## src/band_mask_pkg.sv

```systemverilog
package band_mask_pkg;

  //////////////////////////////////////////////////
  // Word and lane geometry
  //////////////////////////////////////////////////

  // Input word width
  localparam int DATA_W = 128;

  // Real lanes per word, the finest lane split
  localparam int NUM_LANES = 8;
  localparam int LANE_W    = DATA_W / NUM_LANES;

  // Complex and wide lanes cover two and four real lanes
  localparam int CPLX_LANES = NUM_LANES / 2;
  localparam int WIDE_LANES = NUM_LANES / 4;

  // Word index within a frame, wraps at 8 bits
  localparam int WORD_IDX_W = 8;

  // Bin number is word index times 8 plus real lane
  localparam int BIN_W = WORD_IDX_W + $clog2(NUM_LANES);

  //////////////////////////////////////////////////
  // Formats and flags
  //////////////////////////////////////////////////

  typedef enum logic [1:0] {
    FMT_REAL    = 2'd0,
    FMT_COMPLEX = 2'd1,
    FMT_WIDE    = 2'd2
  } lane_fmt_e;

  // One hit bit per lane, for all three formats at once
  typedef struct packed {
    logic [NUM_LANES-1:0]  real_hit;
    logic [CPLX_LANES-1:0] cplx_hit;
    logic [WIDE_LANES-1:0] wide_hit;
  } edge_flags_t;

  //////////////////////////////////////////////////
  // Pipeline depths
  //////////////////////////////////////////////////

  // Low edge takes the longer path
  localparam int LF_STAGES = 2;
  localparam int HF_STAGES = 1;

  // Tracker, low-edge compare, then the combiner register
  localparam int MASK_LATENCY = 1 + LF_STAGES + 1;

endpackage

```

## src/align_delay.sv

```systemverilog
module align_delay #(
  parameter type payload_t = logic,
  parameter int  DEPTH     = 1
) (
  input  logic     clk,
  input  logic     rst_n,
  input  payload_t i_din,
  output payload_t o_dout
);

  // Stage 0 takes the input, the last stage drives the output
  payload_t stage [DEPTH];

  //////////////////////////////////////////////////
  // Shift chain
  //////////////////////////////////////////////////

  always_ff @(posedge clk or negedge rst_n) begin
    if (!rst_n) begin
      for (int i = 0; i < DEPTH; i++) begin
        stage[i] <= payload_t'(0);
      end
    end else begin
      stage[0] <= i_din;
      for (int i = 1; i < DEPTH; i++) begin
        stage[i] <= stage[i-1];
      end
    end
  end

  assign o_dout = stage[DEPTH-1];

endmodule

```

## src/frame_bin_tracker.sv

```systemverilog
module frame_bin_tracker
  import band_mask_pkg::*;
(
  input  logic                  clk,
  input  logic                  rst_n,
  input  logic                  i_valid,
  input  logic                  i_frame_start,
  input  logic [DATA_W-1:0]     i_data,
  output logic                  o_valid,
  output logic [DATA_W-1:0]     o_data,
  output logic [WORD_IDX_W-1:0] o_word_idx
);

  // Index that the next non-start word will take
  logic [WORD_IDX_W-1:0] word_cnt;

  //////////////////////////////////////////////////
  // Word counter and strobe
  //////////////////////////////////////////////////

  always_ff @(posedge clk or negedge rst_n) begin
    if (!rst_n) begin
      word_cnt   <= '0;
      o_word_idx <= '0;
      o_valid    <= 1'b0;
    end else begin
      o_valid <= i_valid;
      if (i_valid) begin
        if (i_frame_start) begin
          // First word of a frame is bin group 0
          o_word_idx <= '0;
          word_cnt   <= WORD_IDX_W'(1);
        end else begin
          o_word_idx <= word_cnt;
          word_cnt   <= word_cnt + 1'b1;
        end
      end
    end
  end

  //////////////////////////////////////////////////
  // Data register
  //////////////////////////////////////////////////

  // Loaded only with a valid word
  always_ff @(posedge clk) begin
    if (i_valid) begin
      o_data <= i_data;
    end
  end

endmodule

```

## src/band_edge_compare.sv

```systemverilog
module band_edge_compare
  import band_mask_pkg::*;
#(
  parameter bit UPPER_EDGE = 1'b0,
  parameter int STAGES     = 1
) (
  input  logic                  clk,
  input  logic                  rst_n,
  input  logic [WORD_IDX_W-1:0] i_word_idx,
  input  logic [BIN_W-1:0]      i_bound,
  output edge_flags_t           o_flags
);

  edge_flags_t hit_d;
  edge_flags_t hit_q;

  // Upper edge keeps bins at or below the bound, lower edge at or above
  function automatic logic edge_hit(input logic [BIN_W-1:0] bin,
                                    input logic [BIN_W-1:0] bound);
    if (UPPER_EDGE) begin
      return bin <= bound;
    end
    return bin >= bound;
  endfunction

  //////////////////////////////////////////////////
  // Lane bins for each format
  //////////////////////////////////////////////////

  always_comb begin
    logic [BIN_W-1:0] bin;
    hit_d = '0;
    // Real: idx*8 + lane
    for (int l = 0; l < NUM_LANES; l++) begin
      bin = {i_word_idx, 3'(l)};
      hit_d.real_hit[l] = edge_hit(bin, i_bound);
    end
    // Complex: idx*4 + lane
    for (int l = 0; l < CPLX_LANES; l++) begin
      bin = {1'b0, i_word_idx, 2'(l)};
      hit_d.cplx_hit[l] = edge_hit(bin, i_bound);
    end
    // Wide: idx*2 + lane
    for (int l = 0; l < WIDE_LANES; l++) begin
      bin = {2'b0, i_word_idx, 1'(l)};
      hit_d.wide_hit[l] = edge_hit(bin, i_bound);
    end
  end

  always_ff @(posedge clk or negedge rst_n) begin
    if (!rst_n) begin
      hit_q <= '0;
    end else begin
      hit_q <= hit_d;
    end
  end

  //////////////////////////////////////////////////
  // Extra stages
  //////////////////////////////////////////////////

  if (STAGES > 1) begin : g_retime
    align_delay #(
      .payload_t (edge_flags_t),
      .DEPTH     (STAGES - 1)
    ) u_flag_delay (
      .clk    (clk),
      .rst_n  (rst_n),
      .i_din  (hit_q),
      .o_dout (o_flags)
    );
  end else begin : g_single
    assign o_flags = hit_q;
  end

endmodule

```

## src/band_combine.sv

```systemverilog
module band_combine
  import band_mask_pkg::*;
(
  input  logic              clk,
  input  logic              rst_n,
  input  logic              i_valid,
  input  logic [DATA_W-1:0] i_data,
  input  lane_fmt_e         i_fmt,
  input  edge_flags_t       i_lf_flags,
  input  edge_flags_t       i_hf_flags,
  output logic              o_valid,
  output logic [DATA_W-1:0] o_data
);

  // Lanes inside both edges
  logic [NUM_LANES-1:0]  real_in_band;
  logic [CPLX_LANES-1:0] cplx_in_band;
  logic [WIDE_LANES-1:0] wide_in_band;

  // Keep bit per 16-bit slice, whatever the format
  logic [NUM_LANES-1:0] lane_keep;
  logic [DATA_W-1:0]    masked_data;

  //////////////////////////////////////////////////
  // Flag combination
  //////////////////////////////////////////////////

  assign real_in_band = i_lf_flags.real_hit & i_hf_flags.real_hit;
  assign cplx_in_band = i_lf_flags.cplx_hit & i_hf_flags.cplx_hit;
  assign wide_in_band = i_lf_flags.wide_hit & i_hf_flags.wide_hit;

  // Spread each complex or wide flag over the real slices it covers
  always_comb begin
    lane_keep = '0;
    case (i_fmt)
      FMT_REAL: begin
        lane_keep = real_in_band;
      end
      FMT_COMPLEX: begin
        for (int l = 0; l < NUM_LANES; l++) begin
          lane_keep[l] = cplx_in_band[l / (NUM_LANES / CPLX_LANES)];
        end
      end
      FMT_WIDE: begin
        for (int l = 0; l < NUM_LANES; l++) begin
          lane_keep[l] = wide_in_band[l / (NUM_LANES / WIDE_LANES)];
        end
      end
      default: begin
        lane_keep = '0;
      end
    endcase
  end

  //////////////////////////////////////////////////
  // Lane masking
  //////////////////////////////////////////////////

  always_comb begin
    for (int l = 0; l < NUM_LANES; l++) begin
      masked_data[l*LANE_W +: LANE_W] = lane_keep[l] ? i_data[l*LANE_W +: LANE_W]
                                                     : '0;
    end
  end

  // Output holds its last word between strobes
  always_ff @(posedge clk or negedge rst_n) begin
    if (!rst_n) begin
      o_valid <= 1'b0;
      o_data  <= '0;
    end else begin
      o_valid <= i_valid;
      if (i_valid) begin
        o_data <= masked_data;
      end
    end
  end

endmodule

```

## src/band_mask_top.sv

```systemverilog
module band_mask_top
  import band_mask_pkg::*;
(
  input  logic              clk,
  input  logic              rst_n,
  input  logic              i_valid,
  input  logic              i_frame_start,
  input  logic [DATA_W-1:0] i_data,
  input  lane_fmt_e         i_fmt,
  input  logic [BIN_W-1:0]  i_lf_bound,
  input  logic [BIN_W-1:0]  i_hf_bound,
  output logic              o_valid,
  output logic [DATA_W-1:0] o_data
);

  // Tracker outputs
  logic                  trk_valid;
  logic [DATA_W-1:0]     trk_data;
  logic [WORD_IDX_W-1:0] trk_word_idx;

  // Edge flags straight from the comparators
  edge_flags_t lf_flags;
  edge_flags_t hf_flags;

  // Everything aligned to the low-edge flags
  edge_flags_t       hf_flags_al;
  logic              valid_al;
  logic [DATA_W-1:0] data_al;
  lane_fmt_e         fmt_al;

  //////////////////////////////////////////////////
  // Front end
  //////////////////////////////////////////////////

  frame_bin_tracker u_tracker (
    .clk           (clk),
    .rst_n         (rst_n),
    .i_valid       (i_valid),
    .i_frame_start (i_frame_start),
    .i_data        (i_data),
    .o_valid       (trk_valid),
    .o_data        (trk_data),
    .o_word_idx    (trk_word_idx)
  );

  band_edge_compare #(.UPPER_EDGE(1'b0), .STAGES(LF_STAGES)) u_lf_compare (
    .clk        (clk),
    .rst_n      (rst_n),
    .i_word_idx (trk_word_idx),
    .i_bound    (i_lf_bound),
    .o_flags    (lf_flags)
  );

  band_edge_compare #(.UPPER_EDGE(1'b1), .STAGES(HF_STAGES)) u_hf_compare (
    .clk        (clk),
    .rst_n      (rst_n),
    .i_word_idx (trk_word_idx),
    .i_bound    (i_hf_bound),
    .o_flags    (hf_flags)
  );

  //////////////////////////////////////////////////
  // Alignment
  //////////////////////////////////////////////////

  align_delay #(.payload_t(edge_flags_t), .DEPTH(LF_STAGES - HF_STAGES)) u_hf_align (
    .clk (clk), .rst_n (rst_n), .i_din (hf_flags), .o_dout (hf_flags_al)
  );

  align_delay #(.payload_t(logic [DATA_W-1:0]), .DEPTH(LF_STAGES)) u_data_align (
    .clk (clk), .rst_n (rst_n), .i_din (trk_data), .o_dout (data_al)
  );

  align_delay #(.payload_t(logic), .DEPTH(LF_STAGES)) u_valid_align (
    .clk (clk), .rst_n (rst_n), .i_din (trk_valid), .o_dout (valid_al)
  );

  // Format comes straight from the port, so it also covers the tracker stage
  align_delay #(.payload_t(lane_fmt_e), .DEPTH(LF_STAGES + 1)) u_fmt_align (
    .clk (clk), .rst_n (rst_n), .i_din (i_fmt), .o_dout (fmt_al)
  );

  band_combine u_combine (
    .clk        (clk),
    .rst_n      (rst_n),
    .i_valid    (valid_al),
    .i_data     (data_al),
    .i_fmt      (fmt_al),
    .i_lf_flags (lf_flags),
    .i_hf_flags (hf_flags_al),
    .o_valid    (o_valid),
    .o_data     (o_data)
  );

endmodule

```

## config.mk

```make
export PLATFORM = sky130hd
export DESIGN_NAME = band_mask_top
export DESIGN_NICKNAME = d
export VERILOG_FILES = /design/src/band_mask_pkg.sv /design/src/align_delay.sv /design/src/frame_bin_tracker.sv /design/src/band_edge_compare.sv /design/src/band_combine.sv /design/src/band_mask_top.sv
export SDC_FILE = /design/constraint.sdc
export NUM_CORES = 1
export LEC_CHECK = 0
export ABC_CLOCK_PERIOD_IN_PS = 3060
export BUFFER_PORTS_ARGS = -buffer_cell sky130_fd_sc_hd__buf_2
export CAP_MARGIN = 5
export CORE_ASPECT_RATIO = 0.9
export CORE_MARGIN = 5
export CORE_UTILIZATION = 45
export DETAILED_ROUTE_END_ITERATION = 7
export PLACE_DENSITY_LB_ADDON = 0.2
export SYNTH_ARGS = -nofsm -noshare
export SYNTH_HDL_FRONTEND = slang
export SYNTH_SLANG_ARGS = --single-unit
```

## constraint.sdc

```tcl
create_clock -name clk -period 3.06 [get_ports clk]
set_clock_uncertainty 0.05 [all_clocks]
set_input_delay 0.153 -clock clk [delete_from_list [all_inputs] [get_ports clk]]
set_output_delay 0.153 -clock clk [all_outputs]
set_load 0.02 [all_outputs]
```

==> impl_results.md, run 1 <==
- Pin count of the biggest net entering global routing: 102
- Layout area overhead: 30.0%
- Flop2flop setup slack: 460 ps
- Max cap viols: 0
- Crit path kind: reg -> reg
- DR WL/cell: 18.1 um
- Post-Syn Area: 18900 sq um
- Placed inst area: 21100 sq um
- Worst R2R Path Depth: 6
- Final period util: 85.0%
- CTS tree: yes
- Drt first pass iters: 4
- CP Capture Type: flop
- Die area: 46100 sq um
- TritonCTS sink count: 594
- Fin crit period: 2600 ps
- Die height: 204 um
- GP Congestion: 0.803
- Via count: 10.3k
- Top_reg_cell synth: dfrtp_1
- DR iter-0 viols: 518
- Yosys top cell by area: dfrtp_1
- Nets: 1740
- P_leak: 0.0115 uW
- CP Launch Point: u_tracker.o_word_idx[3]
- Status: completed
- Top-area cell type share of the netlist area: 61.8%
- Yosys warns: 0
- Worst r2r src: u_tracker.o_word_idx[3]
- CTS H-Tree Depth: 2
- CP arrival: 3010 ps
- Core area: 41700 sq um
- Synth Register Bits: 594
- Initial antenna violation count: 2
- GRT Total Usage: 16.8%
- Async SR Flop Fraction: 78.5%
- Share of cells above drive strength 1: 26.1%
- Post-synth EDFFs: 128
- Clock transition at the registers of the reported paths: 60 ps
- FF-to-FF End: u_lf_compare.hit_q[7]
- Worst Hold Class: in -> reg
- Final setup margin: 460 ps
- Netlist cell types: 52
- Top Ports: 285
- Post-placement setup slack: 1030 ps
- Pin slew with the least headroom to its limit: 840 ps
- Mapped Avg Cell Area: 18.0 sq um
- Cells after Synth: 1051
- DRT Wirelength: 38500 um
- Clock root buffer: clkbuf_16
- Pwr dens: 691 nW/um^2
- Final HPWL DP: 25300 um
- Vias in the first global route: 10.8k
- Final Hold Vio Count: 0
- First-pass GRT wire length: 60600 um
- Finish-stage setup viols: 0
- Port bufs: 284
- Worst-Skew Late Latency: 600 ps
- CP Max Fanout: 7
- Slew HR: 44.0%
- Fmax: 385 MHz
- Crit path capture: u_lf_compare.hit_q[7]
- Die W: 226 um
- Grt ovf: 0
- Final Slew Violations: 0
- CTS-repair resized insts: 0
- Antenna viol nets, final: 0
- CP Launch Type: flop
- Syn_nets: 1262
- Initial core utilization: 45.3%
- TritonCTS Buffers: 57
- Vias per std cell: 4.82
- Row cnt: 71
- DRC: 0
- Peak VDD IR: 0.000436 V
- Fillers: 3130
- Worst Path Required: 3470 ps
- Synth area leaders: dfrtp_1 (62%), edfxtp_1 (20%), a22o_1 (5.9%), ha_1 (3.6%), inv_1 (0.78%)
- Final Cell Area: 24500 sq um
- Sequential area share after synthesis: 82.2%
- RSZ-0062 raised after global routing: false
- Setup TNS: 0 ps
- Layout Utilization: 58.9%
- Clk buf depth: 3
==> worst min-delay path by stage <==
stage                   startpoint                      end  slack, ps  depth (start not counted)
floorplan                    rst_n      u_combine.o_data[0]       -190                          0
global placement             rst_n    u_combine.o_data[100]        210                          1
detailed placement           rst_n    u_combine.o_data[100]        220                          1
CTS                 i_hf_bound[10]  u_hf_compare.o_flags[5]         10                          4
global route        i_hf_bound[10]  u_hf_compare.o_flags[5]         80                          4
finish              i_hf_bound[10]  u_hf_compare.o_flags[5]         50                          4
==> cells in the final DEF, fill, tap and decap left out, types with 3 or more instances in the layout <==
master,synthesis,final
buf_12,0,7
inv_1,39,38
diode_2,0,3
bufinv_16,0,8
a21o_1,8,8
nand3_1,8,8
buf_4,8,13
nor3_1,4,4
nand4_1,7,7
clkbuf_16,0,57
o21ai_0,27,27
clkbuf_8,0,10
a21oi_1,25,25
nand3b_1,9,9
edfxtp_1,128,128
a22o_1,128,128
o211ai_1,3,3
dfrtp_1,466,466
buf_2,3,282
nor2_1,13,13
o21a_2,8,8
clkbuf_1,15,11
ha_1,55,55
nand2_1,26,26
o22ai_1,7,7
and3_1,10,10
dlygate4sd3_1,0,145
mux2i_1,3,3
and4_1,4,4
nor2b_1,3,3
nand4b_1,5,5
clkinv_1,0,5
o21a_1,3,3
o32ai_1,3,3
clkinv_2,0,8
==> logic make-up after synthesis <==
group	Yosys count	share of synthesized area, %
compound gates	227	9.31
xor+xnor	2	0.0928
fa+ha+maj	55	3.65
buf+inv	69	1.55
flops	594	82.2
mux	4	0.219
simple gates	100	3.01
==> sequential cells by signal, indices dropped and copies added, names as in the netlist, 14 cells and up <==
name / count
u_data_align.stage: 128
u_tracker.o_data: 128
u_hf_align.o_dout: 14
u_lf_compare.hit_q: 14
u_lf_compare.g_retime.u_flag_delay.o_dout: 14
u_data_align.o_dout: 128
u_combine.o_data: 128
u_hf_compare.o_flags: 14
==> Yosys cell counts, types with 4 or more instances <==
master / count
buf_4: 8
edfxtp_1: 128
nand4_1: 7
nor2_1: 13
nor3_1: 4
nand3_1: 8
nand3b_1: 9
o21ai_0: 27
and3_1: 10
dfrtp_1: 466
a21oi_1: 25
inv_1: 39
nand4b_1: 5
ha_1: 55
nand2_1: 26
a22o_1: 128
o22ai_1: 7
clkbuf_1: 15
o21a_2: 8
buf_1: 4
and4_1: 4
a21o_1: 8
==> critical path: stages, from the launching register on <==
cell and delay, ps:
dfrtp_1 490, ha_1 340, a21oi_1 170, o21ai_0 150, a221oi_2 510, o21ai_0 180
dlygate4sd3_1 590
==> routing by layer <==
layer | up-vias | track usage (%) | routed length (um)
li1 | 4786 | - | -
met1 | 5144 | 23.6 | 17000
met2 | 246 | 26.1 | 18100
met3 | 75 | 3.72 | 2180
met4 | 0 | 5.99 | 1240
met5 | - | 0 | 0
==> layout make-up <==
class	count	area, sq um	area share, %
Inverter	39	149	0.607
Sequential cell	594	15500	63.2
Clock inverter	29	382	1.56
Clock buffer	78	1610	6.54
Timing Repair Buffer	449	3130	12.7
Antenna cell	3	7.51	0.0306
Multi-Input combinational cell	388	3070	12.5
Tap cell	547	684	2.79
==> what timing repair did <==
action,CTS,global route
setup endpoints to repair,0,0
hold endpoints to repair,302,0
hold buffers,145,0
buffers inserted,0,0
==> power by group <==
| part | internal (uW) | switching (uW) |
|---|---|---|
| registers | 8600 | 187 |
| clock network | 4360 | 2900 |
| logic | 396 | 510 |
==> stage by stage <==
step	hold WS [ps]	power, uW	std cells
final	54.4	17000	2127
after global routing	76.2	17700	2126
after CTS	14.8	17200	2124
after detailed placement	219	9710	1872
after global placement	212	9660	1872
after floorplan	-193	9210	1051
No activity file was read; power rests on OpenSTA's default activity.
==> inputs of run 2 (changes only) <==
ABC_CLOCK_PERIOD_IN_PS = 2100   (was 3060)
clock period = 2.1 ns   (was 3.06 ns; I/O delays follow)
==> impl_results.md, run 2 (synthesis results as in run 1) <==
- Placed cells: 1877 (+0.27%)
- Worst Path Required: 2560 ps (-910 ps)
- Finish-stage setup viols: 0 (unchanged)
- P_leak: 0.0115 uW (-0.11%)
- Final Slew Violations: 0 (unchanged)
- Pin slew with the least headroom to its limit: 478 ps (-362 ps)
- Worst-Skew Late Latency: 600 ps (about the same)
- CP Launch Type: flop
- Share of cells above drive strength 1: 26.2% (+0.17 points)
- Post-placement setup slack: 101 ps (-930 ps)
- CP Capture Type: flop
- Final period util: 93.7% (+8.7 points)
- CP arrival: 2420 ps (-590 ps)
- Min Hold Slack: 64.4 ps (+10.0 ps)
- CTS tree: yes
- CTS H-Tree Depth: 2 (unchanged)
- Port bufs: 284 (unchanged)
- Die area: 46100 sq um (unchanged)
- Via count: 10.3k (+0.60%)
- Antenna viol nets, final: 0 (unchanged)
- Fmax: 508 MHz (+32%)
- TritonCTS Buffers: 55 (-3.5%)
- Slew HR: 67.8% (+24 points)
- Core area: 41700 sq um (unchanged)
- CP Max Fanout: 7 (unchanged)
- Setup TNS: 0 ps (unchanged)
- RSZ-0062 raised after global routing: false
- Top Ports: 285 (unchanged)
- GP Congestion: 0.816 (+1.6%)
- Initial antenna violation count: 1 (-1)
- Vias per std cell: 4.85 (+0.60%)
- Commonest non-fill, non-tap cell in the layout: dfrtp_1
- Initial core utilization: 45.3% (unchanged)
- Pin count of the biggest net entering global routing: 84 (-18%)
- Clk buf depth: 3 (unchanged)
- Pwr dens: 992 nW/um^2 (+43%)
- TritonCTS sink count: 594 (unchanged)
- Row cnt: 71 (unchanged)
- GRT Total Usage: 17.5% (+0.69 points)
- Max cap viols: 0 (unchanged)
- Worst Hold Class: in -> reg
- DR WL/cell: 18.6 um (+2.8%)
- Status: completed
- Clock transition at the registers of the reported paths: 60 ps (about the same)
- Final setup margin: 133 ps (-326 ps)
- Peak VDD IR: 0.000817 V (+87%)
- Total Power: 24300 uW (+44%)
- Layout area overhead: 30.0% (about the same)
- DRT Wirelength: 39600 um (+2.8%)
- Vias in the first global route: 11.4k (+5.4%)
- Commonest cells after routing, fill and taps aside: dfrtp_1 (466), buf_2 (282), dlygate4sd3_1 (143)
- Final HPWL DP: 26000 um (+2.8%)
- Final Hold Vio Count: 0 (unchanged)
- Die W: 226 um (unchanged)
- Grt ovf: 0 (unchanged)
- Fin crit period: 1970 ps (-634 ps)
- DR iter-0 viols: 450 (-13%)
- Nets: 1742 (+0.11%)
- DRC: 0 (unchanged)
- First-pass GRT wire length: 63000 um (+4.1%)
- Cell Count, Final, Fillers Out: 2127 (unchanged)
- Post-CTS Setup Bufs: 0 (unchanged)
- Clock root buffer: clkbuf_16
- Drt first pass iters: 5 (+1)
- Crit path kind: reg -> reg
- Die height: 204 um (unchanged)
-- run 2: cell types whose count changed in the layout (fill, tap and decap cells not counted), moves of 2 or more --
cell,change
clkbuf_16,-2
bufinv_16,-2
dlygate4sd3_1,-2
clkinv_2,-3
buf_12,+5
clkinvlp_4,+2
-- run 2: worst max-delay path, stage by stage, from the launching register on --
cell	delay, ps
dfrtp_1	480
ha_1	390
nand4_1	170
or3_4	450
nand2b_4	170
o31ai_2	170
-- run 2: power breakdown --
part | total (uW) | switching (uW) | internal, uW
logic | 1360 | 761 | 601
registers | 12800 | 271 | 12500
clock network | 10200 | 4200 | 5960
-- run 2: repair_timing --
action                                  in CTS  in global routing
hold buffers                               144                  0
endpoints found under the setup margin       0                  2
resized for setup                            0                  1
endpoints found under the hold margin      658                  0
-- run 2: layout make-up --
cell class / instances / area (sq um)
multi-input cells: 388 / 3080
clock inverters: 28 / 345
inverters: 39 / 149
well taps: 547 / 684
diodes: 2 / 5.00
repair buffers: 453 / 3210
flip-flops and latches: 594 / 15500
fillers: 3149 / 17100
clock buffers: 76 / 1560
-- run 2: final timing paths --
check / slack [ps] / endpoint / cells past startpoint / from
setup / recovery: 130 / u_lf_compare.hit_q[6] / 5 / u_tracker.o_word_idx[7]
hold / removal: 60 / u_hf_compare.o_flags[1] / 5 / i_hf_bound[9]
setup reg to reg: 130 / u_lf_compare.hit_q[6] / 5 / u_tracker.o_word_idx[7]
hold reg to reg: 290 / u_data_align.o_dout[32] / 0 / u_data_align.stage[160]
max in group asynchronous: 1420 / u_data_align.o_dout[2] / 4 / rst_n
min in group asynchronous: 90 / u_combine.o_data[22] / 3 / rst_n
-- run 2: per-stage QoR --
stage          area, sq um  utilization (%)
3_5_place_dp         21200             50.8
2_1_floorplan        18900                -
5_1_grt              24500             58.9
4_1_cts              24500             58.9
6_report             24500             58.9
3_3_place_gp         21200             50.8
-- run 2: per-layer routing --
layer / global-route usage [%] / vias to the layer above / share of wire, %
li1: - / 4789 / -
met1: 23.5 / 5193 / 43
met2: 28.3 / 246 / 48
met3: 3.86 / 85 / 5.7
met4: 6.53 / 0 / 3.2
met5: 0 / - / 0
==> inputs of run 3 (changes only) <==
CORE_ASPECT_RATIO = 1.25   (was 0.9)
==> impl_results.md, run 3 (synthesis results as in run 1) <==
- FF-to-FF End: u_lf_compare.hit_q[6]
- Worst R2R Path Depth: 5 (unchanged)
- Final period util: 94.3% (+0.66 points)
- Initial core utilization: 45.1% (-0.18 points)
- Pwr dens: 967 nW/um^2 (-2.5%)
- Layout area overhead: 28.6%
- Finish-stage setup viols: 0 (unchanged)
- Worst Hold Class: in -> async
- Clk buf depth: 3 (unchanged)
- Vias per std cell: 4.81 (-0.88%)
- Final Cell Area: 24300 sq um (-1.1%)
- Top Ports: 285 (unchanged)
- DR WL/cell: 17.9 um (-3.7%)
- CP Max Fanout: 7 (unchanged)
- Worst Path Required: 2510 ps (-50 ps)
- Clock root buffer: clkbuf_16
- Pin count of the biggest net entering global routing: 75 (-11%)
- Final Slew Violations: 0 (unchanged)
- Crit path kind: reg -> reg
- Die height: 239 um (+17%)
- First-pass GRT wire length: 60600 um (-3.9%)
- Final setup margin: 119 ps (-13.9 ps)
- Internal power: 18500 uW (-3.4%)
- CTS tree: yes
- Final Hold Vio Count: 0 (unchanged)
- Buf/Inv on CP: 0 (unchanged)
- Psw: 5010 uW (-4.3%)
- Post-placement setup slack: 106 ps (+5.40 ps)
- CP arrival: 2400 ps (-20 ps)
- TritonCTS Buffers: 53 (-3.6%)
- Peak VDD IR: 0.000648 V (-21%)
- Worst r2r src: u_tracker.o_word_idx[7]
- Fin crit period: 1980 ps (+13.9 ps)
- TritonCTS sink count: 594 (unchanged)
- Nets: 1737 (-0.29%)
- P_leak: 0.0114 uW (-1.1%)
- Flop2flop setup slack: 120 ps (about the same)
- Initial antenna violation count: 6 (+5)
- Max cap viols: 0 (unchanged)
- Via count: 10.3k (-0.50%)
- CP Capture Type: flop
- Clock transition at the registers of the reported paths: 60 ps (about the same)
- RSZ-0062 raised after global routing: false
- CP max stage delay: 510 ps (+30 ps)
- Grt ovf: 0 (unchanged)
- DRT Wirelength: 38300 um (-3.3%)
- Final HPWL DP: 25600 um (-1.3%)
- Slew HR: 66.2% (-1.5 points)
- Vias in the first global route: 11.2k (-1.7%)
- Commonest cells after routing, fill and taps aside: dfrtp_1 (466), buf_2 (282), dlygate4sd3_1 (141)
- GRT Total Usage: 16.8% (-0.71 points)
- Sequential share of power: 54.6% (+2.0 points)
- Critical path's slowest cell: dfrtp_1
- Row cnt: 84 (+18%)
- Status: completed
- Placed inst area: 21100 sq um (-0.20%)
- Cells along the critical path: ha_1, nand4_1, or3_4, nand2b_4, o31ai_2
- Kind of cell adding the most delay to the critical path: simple AND/OR/NAND/NOR gates
- Combinational power share: 5.7% (about the same)
- Core area: 41800 sq um (+0.40%)
- CTS H-Tree Depth: 2 (unchanged)
- CP Launch Type: flop
- Die area: 46200 sq um (about the same)
- Die W: 193 um (-14%)
- Switching part of the total: 21.3% (-0.16 points)
- Drt first pass iters: 5 (unchanged)
- Worst-Skew Late Latency: 560 ps (-40 ps)
- Fillers: 3275 (+4.0%)
- Layout Utilization: 58.0% (-0.87 points)
- Cell Count, Final, Fillers Out: 2135 (+0.38%)
- Setup TNS: 0 ps (unchanged)
- Pin slew with the least headroom to its limit: 506 ps (+28.2 ps)
- Placed cells: 1888 (+0.59%)
- GP Congestion: 0.796 (-2.5%)
- Antenna viol nets, final: 0 (unchanged)
- Commonest non-fill, non-tap cell in the layout: dfrtp_1
- DR iter-0 viols: 404 (-10%)
- DRC: 0 (unchanged)
- Clock share of power: 39.8% (-2.0 points)
- Fmax: 505 MHz (-0.70%)
- Port bufs: 284 (unchanged)
- Share of cells above drive strength 1: 25.6% (-0.61 points)
==> run 3: per-stage QoR <==
step	hold WS, ps	power (uW)
3_3_place_gp	42.3	14100
2_1_floorplan	-241	13400
4_1_cts	18.3	23800
5_1_grt	65.2	24500
3_5_place_dp	44.1	14200
6_report	46.3	23500
==> run 3: how the worst max path moves through the flow <==
stage                             end  slack, ps  depth (start not counted)                    start
6_report        u_lf_compare.hit_q[6]        120                          5  u_tracker.o_word_idx[7]
5_1_grt         u_lf_compare.hit_q[6]        0.6                          5  u_tracker.o_word_idx[7]
4_1_cts        u_lf_compare.hit_q[12]         90                          5  u_tracker.o_word_idx[3]
3_5_place_dp   u_lf_compare.hit_q[12]        110                          5  u_tracker.o_word_idx[3]
3_3_place_gp   u_lf_compare.hit_q[10]        140                          5  u_tracker.o_word_idx[3]
2_1_floorplan  u_lf_compare.hit_q[10]        330                          5  u_tracker.o_word_idx[5]
==> run 3: area by class of cell <==
| class | instances | area, sq um | share of cell area [%] |
|---|---|---|---|
| sequential | 594 | 15500 | 63.9 |
| timing repair buffer | 450 | 3120 | 12.9 |
| multi-input combinational | 388 | 3080 | 12.7 |
| clock buffer | 77 | 1500 | 6.17 |
| tap | 559 | 699 | 2.88 |
| clock inverter | 21 | 201 | 0.830 |
| inverter | 39 | 149 | 0.613 |
| antenna | 7 | 17.5 | 0.0722 |
==> run 3: timing repair <==
| action | in CTS | in global routing |
|---|---|---|
| endpoints found under the setup margin | 0 | 9 |
| hold endpoints to repair | 649 | 0 |
| hold buffers | 141 | 0 |
| setup buffers | 0 | 1 |
| gates resized for setup | 0 | 1 |
==> run 3: power groups by stage <==
stage | logic [uW] | clock network (uW) | registers, uW
after detailed placement | 1130 | 0 | 13000
after global placement | 1100 | 0 | 13000
after global routing | 1500 | 10100 | 12900
after CTS | 1360 | 9620 | 12800
after floorplan | 428 | 0 | 13000
final | 1330 | 9330 | 12800
==> run 3: routing by layer <==
layer / vias to the layer above / share of wire, % / global-route usage (%)
met5: - / 0 / 0
met4: 0 / 3.2 / 5.84
met3: 67 / 5.6 / 3.64
met2: 268 / 51 / 28.9
met1: 5148 / 40 / 21.1
li1: 4778 / - / -
==> run 3: worst reg2reg max path, stage by stage, from the launching register on <==
cell and delay, ps:
dfrtp_1 510, ha_1 420, nand4_1 130, or3_4 430
nand2b_4 160, o31ai_2 180
